[src/hw/wb_ctrl_pkg.sv]
package wb_ctrl_pkg;

	// write-back handshake states
	typedef enum logic {
		wb_idle,     // waiting on the memory stage
		wb_handover  // next pc offered to fetch
	} wb_state_t;

endpackage

[src/hw/rv_isa_pkg.sv]
package rv_isa_pkg;

	// data and address width
	localparam int xlen = 32;

	typedef logic [xlen-1:0] word_t;     // one data or address word
	typedef logic [4:0]      reg_addr_t; // gpr number
	typedef logic [11:0]     csr_addr_t; // csr number

	// machine-mode csr numbers
	localparam csr_addr_t csr_mtvec  = 12'h305;
	localparam csr_addr_t csr_mepc   = 12'h341;
	localparam csr_addr_t csr_mcause = 12'h342;

	// environment call from m-mode
	localparam word_t cause_ecall_m = 32'd11;

	// boot address, also the trap vector until software sets one
	localparam word_t reset_pc = 32'h8000_0000;

endpackage
[src/hw/wb_stage.sv]
`timescale 1ns/1ps

module wb_stage (
	input  logic                  clk,
	input  logic                  rst,

	// memory stage side
	input  logic                  lsu_valid,
	output logic                  lsu_ready,
	input  rv_isa_pkg::word_t     pc,
	input  rv_isa_pkg::reg_addr_t rd,
	input  rv_isa_pkg::word_t     result,
	input  logic                  reg_write,
	input  rv_isa_pkg::csr_addr_t csr_addr,
	input  logic                  csr_write,
	input  rv_isa_pkg::word_t     branch_target,
	input  logic                  is_branch,
	input  logic                  ecall,
	input  logic                  mret,

	// fetch stage side
	output logic                  ifu_valid,
	input  logic                  ifu_ready,
	output rv_isa_pkg::word_t     next_pc,

	// execute stage read ports
	input  rv_isa_pkg::reg_addr_t rs_addr,
	output rv_isa_pkg::word_t     rs_data,
	input  rv_isa_pkg::csr_addr_t csr_raddr,
	output rv_isa_pkg::word_t     csr_rdata
);

	logic                  gpr_we;
	rv_isa_pkg::reg_addr_t gpr_waddr;
	rv_isa_pkg::word_t     gpr_wdata;
	logic                  csr_we;
	rv_isa_pkg::csr_addr_t csr_waddr;
	rv_isa_pkg::word_t     csr_wdata;
	logic                  trap_ecall;
	rv_isa_pkg::word_t     mtvec;
	rv_isa_pkg::word_t     mepc;

	gpr_file u_gpr (
		.clk   (clk),
		.rst   (rst),
		.we    (gpr_we),
		.waddr (gpr_waddr),
		.wdata (gpr_wdata),
		.raddr (rs_addr),
		.rdata (rs_data)
	);

	csr_file u_csr (
		.clk        (clk),
		.rst        (rst),
		.we         (csr_we),
		.waddr      (csr_waddr),
		.wdata      (csr_wdata),
		.trap_ecall (trap_ecall),
		.trap_pc    (pc),        // pc of the ecall itself
		.raddr      (csr_raddr),
		.rdata      (csr_rdata),
		.mtvec      (mtvec),
		.mepc       (mepc)
	);

	wb_control u_ctrl (
		.clk           (clk),
		.rst           (rst),
		.lsu_valid     (lsu_valid),
		.lsu_ready     (lsu_ready),
		.pc            (pc),
		.rd            (rd),
		.result        (result),
		.reg_write     (reg_write),
		.csr_addr      (csr_addr),
		.csr_write     (csr_write),
		.branch_target (branch_target),
		.is_branch     (is_branch),
		.ecall         (ecall),
		.mret          (mret),
		.mtvec         (mtvec),
		.mepc          (mepc),
		.gpr_we        (gpr_we),
		.gpr_waddr     (gpr_waddr),
		.gpr_wdata     (gpr_wdata),
		.csr_we        (csr_we),
		.csr_waddr     (csr_waddr),
		.csr_wdata     (csr_wdata),
		.trap_ecall    (trap_ecall),
		.ifu_valid     (ifu_valid),
		.ifu_ready     (ifu_ready),
		.next_pc       (next_pc)
	);

endmodule

[src/hw/wb_control.sv]
`timescale 1ns/1ps

module wb_control (
	input  logic                  clk,
	input  logic                  rst,

	input  logic                  lsu_valid,
	output logic                  lsu_ready,

	input  rv_isa_pkg::word_t     pc,
	input  rv_isa_pkg::reg_addr_t rd,
	input  rv_isa_pkg::word_t     result,
	input  logic                  reg_write,
	input  rv_isa_pkg::csr_addr_t csr_addr,
	input  logic                  csr_write,
	input  rv_isa_pkg::word_t     branch_target,
	input  logic                  is_branch,
	input  logic                  ecall,
	input  logic                  mret,

	input  rv_isa_pkg::word_t     mtvec,
	input  rv_isa_pkg::word_t     mepc,

	output logic                  gpr_we,
	output rv_isa_pkg::reg_addr_t gpr_waddr,
	output rv_isa_pkg::word_t     gpr_wdata,

	output logic                  csr_we,
	output rv_isa_pkg::csr_addr_t csr_waddr,
	output rv_isa_pkg::word_t     csr_wdata,
	output logic                  trap_ecall,

	output logic                  ifu_valid,
	input  logic                  ifu_ready,
	output rv_isa_pkg::word_t     next_pc
);

	wb_ctrl_pkg::wb_state_t state;
	wb_ctrl_pkg::wb_state_t state_next;
	logic                   accept;
	rv_isa_pkg::word_t      pc_sel;

	assign lsu_ready = (state == wb_ctrl_pkg::wb_idle);
	assign ifu_valid = (state == wb_ctrl_pkg::wb_handover);
	assign accept    = lsu_valid && lsu_ready; // one retiring instruction

	always_comb begin
		case (state)
			wb_ctrl_pkg::wb_idle:
				state_next = accept ? wb_ctrl_pkg::wb_handover : wb_ctrl_pkg::wb_idle;
			wb_ctrl_pkg::wb_handover:
				state_next = ifu_ready ? wb_ctrl_pkg::wb_idle : wb_ctrl_pkg::wb_handover;
			default:
				state_next = wb_ctrl_pkg::wb_idle;
		endcase
	end

	always_ff @(posedge clk) begin
		if (rst) begin
			state <= wb_ctrl_pkg::wb_idle;
		end else begin
			state <= state_next;
		end
	end

	// writes only on the accepting edge
	assign gpr_we     = accept && reg_write;
	assign gpr_waddr  = rd;
	assign gpr_wdata  = result;
	assign csr_we     = accept && csr_write;
	assign csr_waddr  = csr_addr;
	assign csr_wdata  = result;
	assign trap_ecall = accept && ecall; // mepc gets pc in csr_file

	// ecall beats mret beats branch
	always_comb begin
		if (ecall) begin
			pc_sel = mtvec;
		end else if (mret) begin
			pc_sel = mepc;
		end else if (is_branch) begin
			pc_sel = branch_target;
		end else begin
			pc_sel = pc + 32'd4;
		end
	end

	always_ff @(posedge clk) begin
		if (rst) begin
			next_pc <= rv_isa_pkg::reset_pc;
		end else if (accept) begin
			next_pc <= pc_sel; // held through back-pressure
		end
	end

endmodule

[src/hw/csr_file.sv]
`timescale 1ns/1ps

module csr_file (
	input  logic                  clk,
	input  logic                  rst,
	input  logic                  we,
	input  rv_isa_pkg::csr_addr_t waddr,
	input  rv_isa_pkg::word_t     wdata,
	input  logic                  trap_ecall,
	input  rv_isa_pkg::word_t     trap_pc,
	input  rv_isa_pkg::csr_addr_t raddr,
	output rv_isa_pkg::word_t     rdata,
	output rv_isa_pkg::word_t     mtvec,
	output rv_isa_pkg::word_t     mepc
);

	rv_isa_pkg::word_t mtvec_q;
	rv_isa_pkg::word_t mepc_q;
	rv_isa_pkg::word_t mcause_q;

	always_ff @(posedge clk) begin
		if (rst) begin
			mtvec_q  <= rv_isa_pkg::reset_pc;
			mepc_q   <= rv_isa_pkg::reset_pc;
			mcause_q <= '0;
		end else if (trap_ecall) begin // trap wins over a plain write
			mepc_q   <= trap_pc;
			mcause_q <= rv_isa_pkg::cause_ecall_m;
		end else if (we) begin
			case (waddr)
				rv_isa_pkg::csr_mtvec:  mtvec_q  <= wdata;
				rv_isa_pkg::csr_mepc:   mepc_q   <= wdata;
				rv_isa_pkg::csr_mcause: mcause_q <= wdata;
				default: ; // unknown csr, write dropped
			endcase
		end
	end

	// read port for the execute stage
	always_comb begin
		case (raddr)
			rv_isa_pkg::csr_mtvec:  rdata = mtvec_q;
			rv_isa_pkg::csr_mepc:   rdata = mepc_q;
			rv_isa_pkg::csr_mcause: rdata = mcause_q;
			default:                rdata = '0;
		endcase
	end

	assign mtvec = mtvec_q; // trap target
	assign mepc  = mepc_q;  // mret target

endmodule

[src/hw/gpr_file.sv]
`timescale 1ns/1ps

module gpr_file (
	input  logic                  clk,
	input  logic                  rst,
	input  logic                  we,
	input  rv_isa_pkg::reg_addr_t waddr,
	input  rv_isa_pkg::word_t     wdata,
	input  rv_isa_pkg::reg_addr_t raddr,
	output rv_isa_pkg::word_t     rdata
);

	rv_isa_pkg::word_t regs [31:1]; // x0 has no storage

	always_ff @(posedge clk) begin
		if (rst) begin
			for (int i = 1; i < 32; i++) begin
				regs[i] <= '0;
			end
		end else if (we && (waddr != 5'd0)) begin // x0 writes dropped
			regs[waddr] <= wdata;
		end
	end

	// asynchronous read, x0 hardwired
	always_comb begin
		if (raddr == 5'd0) begin
			rdata = '0;
		end else begin
			rdata = regs[raddr];
		end
	end

endmodule

[config.mk]
export PLATFORM = sky130hd
export DESIGN_NAME = wb_stage
export DESIGN_NICKNAME = d
export VERILOG_FILES = /design/src/hw/wb_ctrl_pkg.sv /design/src/hw/rv_isa_pkg.sv /design/src/hw/wb_stage.sv /design/src/hw/wb_control.sv /design/src/hw/csr_file.sv /design/src/hw/gpr_file.sv
export SDC_FILE = /design/constraint.sdc
export NUM_CORES = 2
export LEC_CHECK = 0
export BUFFER_PORTS_ARGS = -buffer_cell sky130_fd_sc_hd__buf_4
export CORE_ASPECT_RATIO = 1.5
export CORE_MARGIN = 1.5
export CORE_UTILIZATION = 55
export CTS_CLUSTER_DIAMETER = 30
export DETAILED_ROUTE_END_ITERATION = 10
export PLACE_DENSITY = 0.78
export SLEW_MARGIN = 20
export SYNTH_ARGS = -nofsm -noshare
export SYNTH_HDL_FRONTEND = slang
export SYNTH_SLANG_ARGS = --single-unit
[constraint.sdc]
create_clock -name clk -period 2.1 [get_ports clk]
set_input_delay 0.21 -clock clk [delete_from_list [all_inputs] [get_ports clk]]
set_output_delay 0.21 -clock clk [all_outputs]
set_load 0.05 [all_outputs]
==> run summary <==
layout cell share with drive strength beyond 1 -> 30.5%
r2r worst-path depth -> 7
ys async rst share -> 0%
Power Density -> 861 nW/µm²
CTS tree -> built
Register Area -> 33,300 µm²
clock slew at reported path FFs -> 60 ps
die height -> 384 µm
WP depth -> 5
most used cell, CP -> mux4_2
CTS Buf Count -> 142
largest net degree at the start of global routing -> 91
Min Hold Slack -> 66.2 ps
critical path peak fanout -> 1
synthesized area per cell -> 14.6 µm²
leakage power figure -> 24.9 nW
Die X -> 257 µm
relative slew slack -> 22.6%
I/O Pins -> 237
CP startpoint kind -> flip-flop
# DRC -> 0
CP top delay family -> multiplexers
DR vias/cell -> 6.41
first-pass GRT wire length -> 236 mm
CP max stage delay -> 530 ps
Post-synth EDFFs -> 1,024
R2R Setup Slk -> -70 ps
GP Congestion -> 1.01
Final nets -> 4,295
status -> finished with violations
total gr overflow -> 0
clk root buf -> clkbuf_16
Final Hold Viols -> 0
H-tree depth -> 4
Placed Instances -> 5,143
Setup crit end kind -> output port
row cnt -> 139
Setup WS post-layout -> -620 ps
Max Cap Viol -> 0
area grow syn2layout -> 25.2%
peak supply drop -> 642 µV
signal arrival time at the worst endpoint -> 2510 ps
multi-input combinational cell area -> 19,200 µm²
Longest Clk Path Bufs -> 3
mapped cell area -> 53,100 µm²
Setup violations, final -> 92
Setup Skew -> 23.4 ps
post-route insts no fill -> 5,544
Iteration-0 DRC Markers -> 4,532
# fillers -> 5,882
worst skew pair latency -> 760 ps
Critical Path Sink -> rs_data[4]
slowest CP cell -> mux4_2
worst path bufs/invs -> 2
worst path cell trace -> mux4_2 > mux4_2 > clkinv_2 > a221oi_4 > buf_6
Gate Count Post-Synth -> 3,648
Synth Flop Type -> edfxtp_1
DRT Wirelength -> 167 mm
Critical path origin -> u_gpr.regs[28][4]
vias in the first global route -> 36,227
length of the first detailed-routing pass in iterations -> 6
number of port buffers -> 236
Tmin final -> 2720 ps
clk sinks -> 1,153
initial antenna violation count -> 2
reg-to-reg critical path endpoint -> u_gpr.regs[29][26]
Synth Register Bits -> 1,153
DP Worst Slack -> -343 ps
initial cell density of the core -> 55.5%
fin. max-slew vios -> 0
violated checks -> negative setup slack
Worst-Margin Slew -> 1160 ps
final setup TNS -> -32,690 ps
via count -> 35,522
Die ar. -> 98,500 µm²
Yosys warning total -> 0
Final ANT Viol Nets -> 0
HPWL Detailed -> 102 mm
RSZ-0062 raised after global routing -> yes
post-synth cell types -> 66
part of the Yosys area used for sequential elements -> 62.7%
Power Total -> 57.3 mW
WP data required -> 1890 ps
Core Box Area -> 95,700 µm²
WS Path Type -> flip-flop to output port
Avg WL per Cell -> 30.2 µm
Tcrit/Tclk final -> 130%
Worst Hold Class -> primary input to flip-flop
reg2reg start -> u_ctrl.ifu_valid
Max Fclk -> 0.368 GHz
overall global routing resource usage -> 33.2%
==> per-layer routing <==
layer / track usage (%) / part of all wire, % / vias up
met5: 0 / 0 / -
met4: 23.4 / 8.8 / 0
met3: 6.90 / 9.6 / 851
met2: 57.5 / 50 / 2593
met1: 36.6 / 32 / 17593
li1: - / - / 14485
==> worst reg2reg max path, cell delays in order, from the launching register on <==
cell,delay (ps)
dfxtp_2,350
nand2b_4,180
nor3b_4,200
nand3b_1,220
buf_12,230
nor2_4,110
or2_4,330
clkbuf_16,250
==> cell families (layout without fill, tap and decap cells) <==
family	Yosys count	count (layout)	share of synthesized area [%]
flip-flops	1153	1153	62.7
multiplexers	392	392	14.2
AO/OA/AOI/OAI	278	278	4.07
adder cells (fa/ha/maj)	1	1	0.0235
buffers and inverters	401	994	3.29
other	1	35	0.00706
XOR/XNOR	27	27	0.445
AND/OR/NAND/NOR	1395	1395	15.3
==> Yosys cell counts (all sizes together) (4+ instances only) <==
library cell,count,area [µm²]
o21ai,24,120
nand2b,14,87.6
edfxtp,1024,30700
o221ai,33,289
nor4,8,77.6
mux4,288,6490
o22ai,12,75.1
nand4,11,75.1
or3,4,25.0
xor2,19,166
nor2b,5,31.3
a31oi,6,37.5
a22oi,16,120
clkinv,33,124
a211oi,48,360
dfxtp,129,2580
or2,31,194
inv,24,90.1
a21oi,45,225
a221oi,41,472
nor4b,4,60.1
nand2,146,548
and2,992,6210
o211ai,8,60.1
clkbuf,263,987
nand3,17,85.1
nand3b,4,30.0
a222oi,16,160
o31ai,8,60.1
xnor2,8,70.1
buf,81,546
nor2,126,473
mux2i,104,1040
nor3,22,121
==> per-stage QoR <==
step	area, µm²	util (%)
global route	66500	69.6
detailed placement	59300	62.0
global placement	59300	62.0
floorplan	53800	-
CTS	66000	69.0
finish	66500	69.6
==> worst min-delay path by stage <==
stage	startpoint	end	slack, ps	cells after the start
floorplan	result[0]	u_gpr.regs[0][0]	310	0
global placement	u_csr.mcause_q[5]	u_csr.mcause_q[5]	440	2
detailed placement	u_ctrl.next_pc[6]	u_ctrl.next_pc[6]	450	2
CTS	csr_addr[1]	u_csr.mcause_q[7]	1	5
global route	csr_addr[1]	u_csr.mcause_q[7]	60	5
finish	branch_target[30]	u_ctrl.next_pc[30]	70	5
==> state kept, by name, summed over array words and instances (netlist names) <==
name,cells
u_csr.mepc,32
u_csr.mcause_q,32
u_gpr.regs,1024
u_csr.mtvec,32
u_ctrl.ifu_valid,1
u_ctrl.next_pc,32
==> power breakdown <==
group	switching (mW)	internal (mW)	leakage (nW)
Sequential	0.355	25.8	11.4
Combinational	3.31	2.43	11.1
Clock	10.4	15.0	2.39
Total	14.1	43.2	24.9
==> cell type report <==
cell class,instances,share of cell area [%]
Tap cell,1269,2.39
Clock buffer,161,5.75
Antenna cell,3,0.0113
Multi-Input combinational cell,2125,28.8
Sequential cell,1153,50.1
Clock inverter,100,1.70
Timing Repair Buffer,676,10.9
Inverter,57,0.389
==> timing repair <==
action | CTS | global route
pin swaps | 61 | 38
setup buffers | 12 | 19
hold buffers | 100 | 0
hold endpoints to repair | 576 | 0
gates resized for setup | 135 | 94
cloned | 5 | 5
setup endpoints to repair | 191 | 260
==> placed cells by master (no fill, tap or decap), drive strengths merged, types with 17 or more instances in the layout <==
master,instances
inv,60
edfxtp,1024
dlygate4sd3,100
or2,31
nor3,22
a221oi,41
and2,992
nor2,126
xor2,19
conb,32
a21oi,45
a211oi,48
mux4,288
nand3,17
dfxtp,129
clkbuf,165
buf,570
clkinv,69
nand2,146
o21ai,24
o221ai,33
mux2i,104
Note: power is estimated with default switching activity, not from simulation.
